===== config.mk =====
export PLATFORM = sky130hd
export DESIGN_NAME = rvExecute
export DESIGN_NICKNAME = d
export VERILOG_FILES = /design/src/hdl/rvPkg.sv /design/src/hdl/rvExecute.sv
export SDC_FILE = /design/constraint.sdc
export NUM_CORES = 1
export LEC_CHECK = 0
export BUFFER_PORTS_ARGS = -buffer_cell sky130_fd_sc_hd__buf_2
export CORE_ASPECT_RATIO = 0.75
export CORE_UTILIZATION = 52
export CTS_BUF_LIST = sky130_fd_sc_hd__clkbuf_2 sky130_fd_sc_hd__clkbuf_4 sky130_fd_sc_hd__clkbuf_8
export CTS_CLUSTER_DIAMETER = 80
export DETAILED_ROUTE_END_ITERATION = 12
export MAX_ROUTING_LAYER = met4
export PLACE_DENSITY = 0.85
export SETUP_SLACK_MARGIN = 0.15
export SLEW_MARGIN = 40
export SYNTH_ARGS = -nofsm -noshare
export SYNTH_HDL_FRONTEND = slang
export SYNTH_SLANG_ARGS = --single-unit

===== constraint.sdc =====
create_clock -name clk -period 7.02 [get_ports clk]
set_clock_uncertainty 0.2 [all_clocks]
set_input_delay 1.053 -clock clk [delete_from_list [all_inputs] [get_ports clk]]
set_output_delay 1.053 -clock clk [all_outputs]
set_load 0.05 [all_outputs]

===== src/hdl/rvPkg.sv =====
`default_nettype none

package rvPkg;

  typedef logic [31:0] wordT;
  typedef logic [4:0]  regIdxT;

  // RV32I major opcodes in the supported subset
  typedef enum logic [6:0] {
    opcOp     = 7'b0110011,
    opcOpImm  = 7'b0010011,
    opcLoad   = 7'b0000011,
    opcStore  = 7'b0100011,
    opcBranch = 7'b1100011,
    opcJal    = 7'b1101111,
    opcSystem = 7'b1110011
  } opcodeT;

  typedef enum logic [2:0] {
    aluAdd,
    aluSub,
    aluAnd,
    aluOr,
    aluXor,
    aluSlt
  } aluOpT;

  typedef enum logic [1:0] {
    resAlu,
    resMem,
    resPcPlus4
  } resultSrcT;

  typedef enum logic [1:0] {
    fwdReg,
    fwdWb,
    fwdMem
  } fwdSelT;

  typedef struct packed {
    wordT      rd1;
    wordT      rd2;
    wordT      imm;
    wordT      pc;
    wordT      pcPlus4;
    regIdxT    rs1;
    regIdxT    rs2;
    regIdxT    rd;
    logic      regWrite;
    logic      memWrite;
    logic      branch;
    logic      branchNe;
    logic      jump;
    logic      aluSrc;
    aluOpT     aluOp;
    resultSrcT resultSrc;
    logic      halt;
  } decExeT;

  typedef struct packed {
    wordT      aluResult;
    wordT      writeData;
    wordT      pcPlus4;
    regIdxT    rd;
    logic      regWrite;
    logic      memWrite;
    resultSrcT resultSrc;
    logic      halt;
  } exeMemT;

  typedef struct packed {
    wordT   result;
    regIdxT rd;
    logic   regWrite;
    logic   halt;
  } wbT;

  // Host address map
  localparam wordT ctrlAddr   = 32'h0000_0000;
  localparam wordT statusAddr = 32'h0000_0004;
  localparam wordT imemBase   = 32'h0000_1000;
  localparam wordT dmemBase   = 32'h0000_2000;

endpackage

`default_nettype wire


===== src/hdl/rvExecute.sv =====
`timescale 1ns/1ps
`default_nettype none

module rvExecute (
  input  logic          clk,
  input  logic          rstN,
  input  rvPkg::decExeT decIn,
  input  logic          flushE,
  input  rvPkg::fwdSelT fwdA,
  input  rvPkg::fwdSelT fwdB,
  input  rvPkg::wordT   memAluResult,
  input  rvPkg::wordT   wbResult,
  output rvPkg::exeMemT exeOut,
  output logic          redirect,
  output rvPkg::wordT   target,
  output rvPkg::regIdxT rsE1,
  output rvPkg::regIdxT rsE2,
  output rvPkg::regIdxT rdE,
  output logic          loadE
);
  import rvPkg::*;

  decExeT decE;
  wordT   srcA;
  wordT   writeData;
  wordT   srcB;
  wordT   aluResult;
  logic   equal;

  // ID/EX register
  always_ff @(posedge clk or negedge rstN) begin
    if (!rstN) begin
      decE <= '0;
    end else if (flushE) begin
      decE <= '0; // Bubble
    end else begin
      decE <= decIn;
    end
  end

  function automatic wordT fwdMux(fwdSelT sel, wordT regVal);
    case (sel)
      fwdWb:   return wbResult;
      fwdMem:  return memAluResult;
      default: return regVal;
    endcase
  endfunction

  assign srcA      = fwdMux(fwdA, decE.rd1);
  assign writeData = fwdMux(fwdB, decE.rd2); // Also the store data
  assign srcB      = decE.aluSrc ? decE.imm : writeData;

  always_comb begin
    case (decE.aluOp)
      aluSub:  aluResult = srcA - srcB;
      aluAnd:  aluResult = srcA & srcB;
      aluOr:   aluResult = srcA | srcB;
      aluXor:  aluResult = srcA ^ srcB;
      aluSlt:  aluResult = {31'b0, $signed(srcA) < $signed(srcB)};
      default: aluResult = srcA + srcB;
    endcase
  end

  assign equal    = (srcA == writeData);
  assign redirect = decE.jump | (decE.branch & (equal ^ decE.branchNe));
  assign target   = decE.pc + decE.imm;

  // Hazard unit view of E
  assign rsE1  = decE.rs1;
  assign rsE2  = decE.rs2;
  assign rdE   = decE.rd;
  assign loadE = (decE.resultSrc == resMem);

  always_comb begin
    exeOut.aluResult = aluResult;
    exeOut.writeData = writeData;
    exeOut.pcPlus4   = decE.pcPlus4;
    exeOut.rd        = decE.rd;
    exeOut.regWrite  = decE.regWrite;
    exeOut.memWrite  = decE.memWrite;
    exeOut.resultSrc = decE.resultSrc;
    exeOut.halt      = decE.halt;
  end

endmodule

`default_nettype wire


# Yosys cells after proc, flatten, opt, wreduce, memory -nomap -nowiden
# Index checks and enable logic that the tools add are counted.
[op_classes] n_mux=5 n_eq_ne=11 n_lt_le_gt_ge=1 n_addsub=3 n_bitwise=6
[op_table] operator="2-to-1 mux 187 bit" count=1
[op_table] operator="one-hot mux 32 bit (5 select lines)" count=1
[op_table] operator="one-hot mux 32 bit (2 select lines)" count=2
[op_table] operator="adder 32 bit" count=2
[op_table] operator="AND 32 bit" count=1
[op_table] operator="== test 32 bit" count=1
[op_table] operator="< comparator 32 bit" count=1
[op_table] operator="2-to-1 mux 32 bit" count=1
[op_table] operator="OR 32 bit" count=1
[op_table] operator="subtractor 32 bit" count=1
[op_table] operator="bitwise XOR 32 bit" count=1
[op_table] operator="== test 2 x 1 -> 1 bit (second input constant)" count=3
[op_table] operator="== test 3 x 2 -> 1 bit (second input constant)" count=2
[op_table] operator="== test 3 bit (second input constant)" count=2
[op_table] operator="== test 2 bit (second input constant)" count=2
[op_table] operator="== test 3 x 1 -> 1 bit (second input constant)" count=1
[op_table] operator="AND 1 bit" count=1
[op_table] operator="OR 1 bit" count=1
[op_table] operator="bitwise XOR 1 bit" count=1
[word_totals] output_inout_bits=155 ff_bits=187 wordCells=43

# Depth between registers and ports, before layout
# Gate-level depths: netlist of the first run.
[depth] word_depth=6 ltp_mapped=19 mapped_depth_nobuf=18

# Worst setup path after synthesis of the first run
# Ideal clock, no wire load.
[synth_path] kind="input port to output port" start="input port fwdB[0]" end="output port exeOut[93] in the netlist's numbering" arrival_time_ns=5.332 slack_ns=0.435 stages=18 path_cell_list="inv_1 > ha_1 > clkbuf_1 > buf_1 > nor2_1 > a21oi_1 > o21ai_0 > ha_1 > buf_2 > nor2_1 > a221oi_2 > o311ai_0 > or3_1 > a21oi_2 > nor2_1 > o21ai_0 > a21oi_1 > a221oi_1"
[synth_lines] element="start: declaration" line_no="rvExecute.sv:10" rtl="input rvPkg::fwdSelT fwdB,"
[synth_lines] element="end: declaration" line_no="rvExecute.sv:13" rtl="output rvPkg::exeMemT exeOut,"

==> results of run 1 <==
Yosys cell counts (4+ instances only):
library cell | number | share of area, %
a2111oi_0 | 6 | 0.34
a211o_1 | 4 | 0.23
a211oi_1 | 15 | 0.73
a21boi_0 | 4 | 0.20
a21o_1 | 21 | 1.0
a21oi_1 | 174 | 5.7
a221oi_1 | 6 | 0.34
a22oi_1 | 80 | 3.9
a311oi_1 | 4 | 0.23
a31o_2 | 4 | 0.23
a31oi_1 | 16 | 0.65
a32oi_1 | 5 | 0.29
and3_1 | 7 | 0.29
buf_1 | 13 | 0.32
buf_2 | 4 | 0.13
buf_4 | 57 | 2.8
clkbuf_1 | 90 | 2.2
dfrtp_1 | 187 | 31
ha_1 | 131 | 11
inv_1 | 151 | 3.7
nand2_1 | 120 | 2.9
nand2b_1 | 9 | 0.37
nand3_1 | 24 | 0.78
nand4_1 | 17 | 0.69
nor2_1 | 165 | 4.0
nor2b_1 | 197 | 8.0
nor3_1 | 36 | 1.2
nor4_1 | 6 | 0.24
o211ai_1 | 21 | 1.0
o21a_1 | 14 | 0.69
o21ai_0 | 108 | 3.5
o21bai_1 | 16 | 0.78
o221ai_1 | 9 | 0.51
o22ai_1 | 10 | 0.41
o31a_1 | 7 | 0.40
o31ai_1 | 17 | 0.83
or2_2 | 4 | 0.16
or3_1 | 5 | 0.20
xnor2_1 | 62 | 3.5
xor2_1 | 9 | 0.51
placed cells by master (no fill, tap or decap), drive strengths merged, types with 6 or more instances in the layout:
cell type	n
a21oi	176
nor2	165
o31ai	18
a2111oi	7
a221oi	7
dfrtp	187
a21boi	8
o21ai	111
buf	503
o211ai	21
nand3	24
nand2	120
o221ai	9
and3	7
nor2b	198
xnor2	62
o31a	8
xor2	9
nand2b	9
o21a	14
a22oi	82
o22ai	10
o21bai	16
nor3	36
a211oi	15
a31oi	16
nand4	17
nor4	6
diode	17
clkbuf	20
a21o	22
inv	161
ha	131
kinds of logic (layout without fill, tap and decap cells):
group | Yosys count | count (layout) | synth area share, %
AND/OR/NAND/NOR | 603 | 603 | 19.61
AO/OA/AOI/OAI | 589 | 589 | 25.35
buffers and inverters | 318 | 689 | 9.264
flip-flops | 187 | 187 | 30.50
adder cells (fa/ha/maj) | 134 | 134 | 11.07
XOR/XNOR | 71 | 71 | 4.053
multiplexers | 2 | 2 | 0.1386
other | 0 | 17 | 0
area by class of cell:
class / count / area, um2 / area share [%]
inverters: 152 / 570.5 / 3.103
well taps: 392 / 490.5 / 2.667
clock buffers: 18 / 247.7 / 1.347
clock inverters: 14 / 188.9 / 1.027
multi-input cells: 1399 / 9323 / 50.70
repair buffers: 505 / 2838 / 15.43
flip-flops and latches: 187 / 4687 / 25.49
diodes: 17 / 42.54 / 0.2314
power groups by stage:
stage          combinational, mW  sequential [mW]  clock (mW)
3_5_place_dp                1.86             1.19           0
5_1_grt                     2.02             1.17       0.839
4_1_cts                     1.87             1.17       0.801
3_3_place_gp                1.85             1.19           0
2_1_floorplan               1.27             1.17           0
6_report                    1.91             1.17       0.804
through the flow:
step | worst slack, ps | instances | hold WS (ps) | utilization [%] | total power, mW
after floorplan | 435.4 | 1904 | 557.4 | - | 2.440
after global placement | 293.3 | 2635 | 865.4 | 61.37 | 3.033
after detailed placement | 216.2 | 2635 | 880.6 | 61.42 | 3.044
after CTS | 154.1 | 2667 | 323.1 | 62.92 | 3.835
after global routing | 148.9 | 2681 | 351.2 | 63.26 | 4.034
final | 397.6 | 2684 | 319.0 | 63.29 | 3.883
per-layer routing:
metal	wire [um]	track usage, %
met2	29150	67.99
met3	5824	7.056
met1	24600	51.56
met5	0	-
met4	3507	23.09
path summary, 6_finish.rpt:
| check | endpoint | slack, ps | startpoint | cells after the start |
|---|---|---|---|---|
| worst max-delay path | exeOut[74] | 400 | fwdA[1] | 18 |
| worst min-delay path | decE[160] | 320 | rstN | 1 |
| max in group asynchronous | decE[3] | 5270 | rstN | 2 |
| min in group clk | decE[110] | 530 | decIn[110] | 2 |
sequential cells by signal (all words and copies together) (netlist names):
signal  count
rsE2        5
exeOut     37
rsE1        5
decE      135
rdE         5
==> flow_metrics.py, run 1 <==
metrics = {
    "routing": {
        "wl_mm": 63.08,
        "antenna_left": 0,
        "routedWlPerCell_um": 23.50,
        "vias_per_cell": 6.027,
        "num_vias": 16180,
        "firstDrtPassIters": 5,
        "drc_errors": 0,
        "drt_iter0_drc": 1693,
    },
    "run": {
        "max_cap_violations": 0,
    },
    "timing": {
        "relSlewSlack_pct": 43.88,
        "layout_min_cycle_time_ps": 6622,
        "tightest_slew_ps": 841.7,
        "min_period_over_period_pct": 94.34,
        "finalSetupViolCount": 0,
        "rsz0062_at_grt": "no",
        "setup_tns_ps": 0,
        "slew_violations": 0,
        "fmax_ghz": 0.1510,
        "hold_viol": 0,
    },
    "synth": {
        "syn_area_per_cell_um2": 8.058,
        "synth_seq_cells": 187,
        "netlist_area_um2": 15340,
        "ys_types": 87,
        "synth_ff_type": "dfrtp_1",
        "synth-edff-count": 0,
        "synth_nets": 2296,
        "yosysSeqAreaShare_pct": 30.50,
        "synthCells": 1904,
        "ys_warn_count": 0,
        "async_reset_ff_share_pct": 100.0,
    },
    "die": {
        "die_w_um": 200.3,
        "rows": 54,
        "die_y_um": 150.8,
        "coreArea_um2": 29050,
        "ios": 413,
        "dieArea_um2": 30200,
        "floorplan.initialDensity_pct": 52.81,
    },
    "clock_tree": {
        "ctsResizeCount": 0,
        "clockRootBuffer": "clkbuf_8",
        "htreeDepth": 4,
        "path_clk_slew_ps": 120,
        "clock_path_buffers": 2,
        "holdBufCountCts": 0,
        "cts_tree": "yes",
        "numCtsBuffers": 17,
        "cts_setup_buffers": 0,
        "clock_sinks": 187,
    },
    "placement": {
        "place_congestion": 1.057,
        "place_area_um2": 17840,
        "io_buffers": 412,
        "hpwl_mm": 50.68,
    },
    "setup_path": {
        "path_class": "primary input to output port",
        "critPathTopFamily": "compound AO/OA/AOI/OAI gates",
        "crit_chain": "buf_2 -> ha_2 -> buf_12 -> nor2_1 -> a21oi_1 -> inv_1 -> ha_2 -> o21bai_2 -> a2111oi_1 -> o21a_1 -> a21oi_2 -> buf_4 -> o311ai_0 -> o2bb2ai_1 -> or3_1 -> o211ai_1 -> a41oi_1 -> clkbuf_4",
        "cpMaxStageDelayCell": "ha_2",
        "setup.worst_path.start_class": "primary input",
        "cp_num_buf_inv": 5,
        "max_stage_delay_ps": 510,
        "cp-end-kind": "output port",
        "crit_fanout": 21,
        "cp_common_cell": "ha_2",
        "crit_arrival_ps": 5370,
        "critPathRequiredTime_ps": 5770,
    },
    "layout": {
        "synthToLayoutAreaGrowth_pct": 19.85,
        "final_area_um2": 18390,
        "nNetsFinal": 2654,
        "drive_gt1_share_pct": 25.58,
        "num-fill-cells": 2550,
    },
    "worst_hold_path": {
        "hold_class": "primary input to async pin",
    },
    "pwr": {
        "intPower_mw": 2.067,
        "p_clk_share_pct": 20.7,
        "cellLeakagePower_nw": 9.263,
        "power_density_nw_per_um2": 211.2,
        "switchingPower_mw": 1.816,
        "pwr-share-comb_pct": 49.2,
        "swShare_pct": 46.76,
        "ir_drop_uv": 305.0,
        "seqPwrFrac_pct": 30.1,
    },
    "status": {
        "outcome": "finished clean",
    },
    "grt": {
        "antenna_found_initial": 14,
        "grt_pass1_vias": 15520,
        "overflow": 0,
        "grt_max_degree": 111,
        "grt.total_usage_pct": 42.40,
        "grt_pass1_wl_mm": 92.85,
    },
}
No activity file was read; power rests on OpenSTA's default activity.
==> run 2: changes to the inputs <==
--- a/config.mk
+++ b/config.mk
@@ -5,6 +5,7 @@
 export SDC_FILE = /design/constraint.sdc
 export NUM_CORES = 1
 export LEC_CHECK = 0
+export ABC_AREA = 1
 export BUFFER_PORTS_ARGS = -buffer_cell sky130_fd_sc_hd__buf_2
 export CORE_ASPECT_RATIO = 0.75
 export CORE_UTILIZATION = 52
@@ -12,7 +13,7 @@
 export CTS_CLUSTER_DIAMETER = 80
 export DETAILED_ROUTE_END_ITERATION = 12
 export MAX_ROUTING_LAYER = met4
-export PLACE_DENSITY = 0.85
+export PLACE_DENSITY = 0.84
 export SETUP_SLACK_MARGIN = 0.15
 export SLEW_MARGIN = 40
 export SYNTH_ARGS = -nofsm -noshare
==> flow_metrics.py, run 2 <==
metrics = {
    "die": {
        "rows": 55,
        "die_w_um": 206,
        "die_y_um": 155,
        "dieArea_um2": 31930,
        "ios": 413,
        "coreArea_um2": 30420,
        "floorplan.initialDensity_pct": 53.36,
    },
    "layout": {
        "nNetsFinal": 3202,
        "largest_reg_flops": 135,
        "drive_gt1_share_pct": 18.85,
        "final_common_cell": "nand2_1",
        "final_area_um2": 18680,
        "utilization_pct": 61.42,
        "synthToLayoutAreaGrowth_pct": 15.09,
        "final_cell_mix": "556 x nand2_1, 416 x inv_1, 410 x buf_2",
        "ff_latch_area_um2": 4681,
        "num-fill-cells": 2826,
        "regMostFlops": "decE",
        "multiInputGateArea_um2": 9076,
        "finalNonFillerCells": 3235,
    },
    "pwr": {
        "ir_drop_uv": 173.4,
        "power_mw": 4.370,
        "power_density_nw_per_um2": 233.9,
        "cellLeakagePower_nw": 10.84,
    },
    "synth": {
        "synth_seq_cells": 187,
        "syn_area_per_cell_um2": 6.505,
        "synth_nets": 2887,
        "async_reset_ff_share_pct": 100.0,
        "synthMuxAreaShare_pct": 0,
        "synth_compound_area_share_pct": 12.51,
        "synth-edff-count": 0,
        "ys_warn_count": 0,
        "synth_ff_type": "dfrtp_1",
        "synth_top_family_by_area": "simple AND/OR/NAND/NOR gates",
        "synth.area.top_cells": "dfrtp_1 29%, nand2_1 13%, ha_1 10%, inv_1 9.6%, nor2_1 8.0%",
        "synthCells": 2495,
        "synthTopCellsByCount": "556 x nand2_1, 417 x inv_1, 345 x nor2_1",
        "netlist_area_um2": 16230,
        "yosysTopAreaCell": "dfrtp_1",
        "yosysSeqAreaShare_pct": 28.83,
        "synthAdderAreaFrac_pct": 10.47,
        "synthXorXnorAreaFrac_pct": 2.482,
        "synthSimpleGateAreaFrac_pct": 30.43,
        "synth_most_common_cell": "nand2_1",
        "synth_top_area_share_pct": 28.83,
        "ys_types": 44,
    },
    "clock_tree": {
        "path_clk_slew_ps": 100,
        "htreeDepth": 4,
        "cts_tree": "yes",
        "ctsResizeCount": 0,
        "holdBufCountCts": 0,
        "clock_sinks": 187,
        "numCtsBuffers": 17,
        "clockRootBuffer": "clkbuf_8",
        "clock_path_buffers": 2,
        "cts_setup_buffers": 0,
    },
    "timing": {
        "rsz0062_at_grt": "no",
        "whs_ps": 299.9,
        "layout_min_cycle_time_ps": 6727,
        "tightest_slew_ps": 928.4,
        "setup_tns_ps": 0,
        "relSlewSlack_pct": 38.10,
        "slew_violations": 0,
        "hold_viol": 0,
        "worst_slack_ps": 292.6,
        "fmax_ghz": 0.1486,
        "min_period_over_period_pct": 95.83,
        "finalSetupViolCount": 0,
    },
    "setup_path": {
        "path_class": "primary input to output port",
        "max_stage_delay_ps": 630,
        "crit_arrival_ps": 5470,
        "critPathRequiredTime_ps": 5770,
        "setup.worst_path.start_class": "primary input",
        "cp-end-kind": "output port",
        "crit_chain": "buf_2 -> inv_1 -> ha_1 -> inv_2 -> buf_4 -> nand3_1 -> o21ai_1 -> inv_2 -> ha_1 -> inv_1 -> a21oi_1 -> o21ai_0 -> a21oi_1 -> nor2_1 -> nor2_1 -> nand2_1 -> nand2_1 -> nand3_1 -> nand3_1 -> buf_2",
        "cpMaxStageDelayCell": "inv_2",
        "cp_common_cell": "nand3_1",
        "crit_fanout": 42,
    },
    "routing": {
        "num_vias": 18180,
        "antenna_left": 0,
        "drt_iter0_drc": 2584,
        "vias_per_cell": 5.620,
        "firstDrtPassIters": 9,
        "routedWlPerCell_um": 20.78,
        "wl_mm": 67.24,
        "drc_errors": 0,
    },
    "grt": {
        "grt_pass1_vias": 16840,
        "grt_pass1_wl_mm": 98.43,
        "grt_max_degree": 119,
        "antenna_found_initial": 12,
        "overflow": 0,
        "grt.total_usage_pct": 42.81,
    },
    "placement": {
        "dp.cells": 3190,
        "pre_cts_ws_ps": 527.7,
        "place_area_um2": 18180,
        "hpwl_mm": 55.78,
        "place_congestion": 1.143,
        "io_buffers": 412,
    },
    "run": {
        "max_cap_violations": 0,
    },
    "status": {
        "outcome": "finished clean",
    },
    "worst_hold_path": {
        "hold_class": "primary input to async pin",
    },
}
-- run 2: cell types whose count changed after synthesis, moves of 21 or more --
cell and change:
or2_1 +23, o21ai_1 +23, clkbuf_1 -51, inv_1 +266, nand3_1 +155, inv_2 +26, a22oi_1 -80, nand2_1 +436
nor2b_1 -197, a21oi_1 -21, buf_2 +27, nor2_1 +180, xnor2_1 -42
-- run 2: logic make-up (layout without fill, tap and decap cells) --
logic type	Yosys count	count (layout)
AO/OA/AOI/OAI	360	360
XOR/XNOR	46	46
adder cells (fa/ha/maj)	134	134
buffers and inverters	584	912
flip-flops	187	187
other	0	13
AND/OR/NAND/NOR	1184	1184
-- run 2: worst max-delay path by stage --
stage	start	end	cells after the start
final	fwdA[0]	exeOut[103]	20
after global routing	fwdA[0]	exeOut[103]	20
after CTS	fwdA[0]	exeOut[103]	20
after detailed placement	fwdA[0]	exeOut[103]	20
after global placement	fwdA[0]	exeOut[103]	20
after floorplan	fwdB[0]	exeOut[94]	20
-- run 2: routing by layer --
layer | track usage (%) | wire (um) | up-vias
li1 | - | - | 8343
met2 | 59.76 | 27650 | 1142
met1 | 59.18 | 28650 | 8513
met5 | - | 0 | -
met3 | 10.62 | 8244 | 184
met4 | 16.49 | 2695 | 0
-- run 2: cell type report --
cell class	instances	area share (%)
Antenna cell	13	0.1741
Clock buffer	17	1.253
Clock inverter	15	1.219
Inverter	446	8.962
Multi-Input combinational cell	1724	48.59
Sequential cell	187	25.06
Tap cell	399	2.672
Timing Repair Buffer	434	12.08
-- run 2: power by group --
group,total [mW],switching [mW],internal [mW]
clock,0.819,0.447,0.372
combinational,2.39,1.77,0.615
sequential,1.16,0.0338,1.13
-- run 2: worst max-delay path, delay by kind of cell --
kind	cells	cell delay [ps]
and+or+nand+nor	7	640
AOI/OAI and AO/OA	4	1250
buffers and inverters	7	1590
adders and majority gates	2	910
==> run 3: changes to the inputs <==
--- a/config.mk
+++ b/config.mk
@@ -8,12 +8,12 @@
 export ABC_AREA = 1
 export BUFFER_PORTS_ARGS = -buffer_cell sky130_fd_sc_hd__buf_2
 export CORE_ASPECT_RATIO = 0.75
-export CORE_UTILIZATION = 52
+export CORE_UTILIZATION = 40
 export CTS_BUF_LIST = sky130_fd_sc_hd__clkbuf_2 sky130_fd_sc_hd__clkbuf_4 sky130_fd_sc_hd__clkbuf_8
 export CTS_CLUSTER_DIAMETER = 80
 export DETAILED_ROUTE_END_ITERATION = 12
 export MAX_ROUTING_LAYER = met4
-export PLACE_DENSITY = 0.84
+export PLACE_DENSITY = 0.69
 export SETUP_SLACK_MARGIN = 0.15
 export SLEW_MARGIN = 40
 export SYNTH_ARGS = -nofsm -noshare
==> flow_metrics.py, run 3 (synthesis results as in run 2) <==
metrics = {
    "layout": {
        "nNetsFinal": 3211,
        "final_cell_mix": "556 x nand2_1, 416 x inv_1, 412 x buf_2",
        "synthToLayoutAreaGrowth_pct": 16.23,
        "final_common_cell": "nand2_1",
        "utilization_pct": 47.48,
        "drive_gt1_share_pct": 19.07,
        "regMostFlops": "decE",
        "largest_reg_flops": 135,
        "finalNonFillerCells": 3364,
        "final_area_um2": 18860,
    },
    "die": {
        "floorplan.initialDensity_pct": 40.85,
        "die_w_um": 234.6,
        "dieArea_um2": 41400,
        "rows": 63,
        "die_y_um": 176.5,
        "ios": 413,
        "coreArea_um2": 39730,
    },
    "timing": {
        "rsz0062_at_grt": "no",
        "min_period_over_period_pct": 93.87,
        "hold_viol": 0,
        "relSlewSlack_pct": 44.98,
        "fmax_ghz": 0.1518,
        "layout_min_cycle_time_ps": 6589,
        "worst_slack_ps": 430.6,
        "slew_violations": 0,
        "whs_ps": 284.2,
        "finalSetupViolCount": 0,
        "tightest_slew_ps": 825.3,
        "setup_tns_ps": 0,
    },
    "setup_path": {
        "setup.worst_path.start_class": "primary input",
        "critPathRequiredTime_ps": 5770,
        "crit_arrival_ps": 5340,
        "path_class": "primary input to output port",
        "crit_fanout": 38,
        "cp-end-kind": "output port",
    },
    "routing": {
        "vias_per_cell": 5.268,
        "drt_iter0_drc": 2023,
        "num_vias": 17720,
        "antenna_left": 0,
        "wl_mm": 71.24,
        "drc_errors": 0,
        "routedWlPerCell_um": 21.18,
        "firstDrtPassIters": 6,
    },
    "clock_tree": {
        "clockRootBuffer": "clkbuf_8",
        "cts_setup_buffers": 0,
        "numCtsBuffers": 17,
        "ctsResizeCount": 0,
        "clock_path_buffers": 2,
        "holdBufCountCts": 0,
        "clock_sinks": 187,
        "path_clk_slew_ps": 130,
        "htreeDepth": 4,
        "cts_tree": "yes",
    },
    "pwr": {
        "power_mw": 4.351,
        "power_density_nw_per_um2": 230.7,
        "cellLeakagePower_nw": 10.87,
        "ir_drop_uv": 194.4,
    },
    "grt": {
        "overflow": 0,
        "grt.total_usage_pct": 34.95,
        "grt_pass1_wl_mm": 103.3,
        "grt_max_degree": 127,
        "antenna_found_initial": 14,
        "met1_usage_pct": 50.94,
        "grtUsageMet2_pct": 49.47,
        "grt_pass1_vias": 16400,
        "busiest_layer": "met1",
        "grtUsageMet3_pct": 6.066,
    },
    "status": {
        "outcome": "finished clean",
    },
    "placement": {
        "hpwl_mm": 59.70,
        "place_area_um2": 18410,
        "place_congestion": 1.089,
        "pre_cts_ws_ps": 586.2,
        "dp.cells": 3319,
        "io_buffers": 412,
    },
    "run": {
        "max_cap_violations": 0,
    },
    "worst_hold_path": {
        "hold_class": "primary input to async pin",
    },
}
==> run 3: path summary, 6_finish.rpt <==
check / startpoint / endpoint / slack, ps / depth (start not counted)
worst max-delay path: fwdB[0] / exeOut[103] / 430 / 20
max in group asynchronous: rstN / decE[78] / 5210 / 2
min in group clk: decIn[18] / rsE2[1] / 510 / 3
worst min-delay path: rstN / exeOut[34] / 280 / 1
==> run 3: layer usage <==
| layer | routed length (um) | part of all wire [%] | up-vias |
|---|---|---|---|
| li1 | - | - | 8361 |
| met3 | 6471 | 9.1 | 64 |
| met5 | 0 | 0 | - |
| met2 | 29410 | 41 | 877 |
| met1 | 33960 | 48 | 8421 |
| met4 | 1410 | 2.0 | 0 |
==> run 3: final cells by class <==
class | count | area [um2]
Fill cell | 4265 | 20860
Multi-Input combinational cell | 1724 | 9074
Sequential cell | 187 | 4681
Timing Repair Buffer | 443 | 2335
Inverter | 446 | 1674
Tap cell | 520 | 650.6
Clock buffer | 18 | 247.7
Clock inverter | 14 | 172.7
Antenna cell | 12 | 30.03
==> run 3: power breakdown <==
| group | leakage, nW | internal (mW) | total, mW | switching (mW) |
|---|---|---|---|---|
| combinational | 8.25 | 0.630 | 2.43 | 1.80 |
| clock | 0.212 | 0.310 | 0.758 | 0.447 |
| sequential | 2.41 | 1.13 | 1.16 | 0.0303 |
| total | 10.9 | 2.07 | 4.35 | 2.28 |
==> run 3: worst max-delay path, cell delays in order <==
cell	delay, ps
buf_2	110
inv_1	50
ha_1	320
inv_2	430
buf_4	330
nand3_1	100
o21ai_1	200
o21ai_0	170
ha_1	590
inv_1	160
a21oi_1	430
o21ai_0	280
a21oi_1	280
nor2_1	90
nor2_1	150
nand2_1	70
nand2_1	60
nand3_1	70
nand3_1	110
buf_2	270
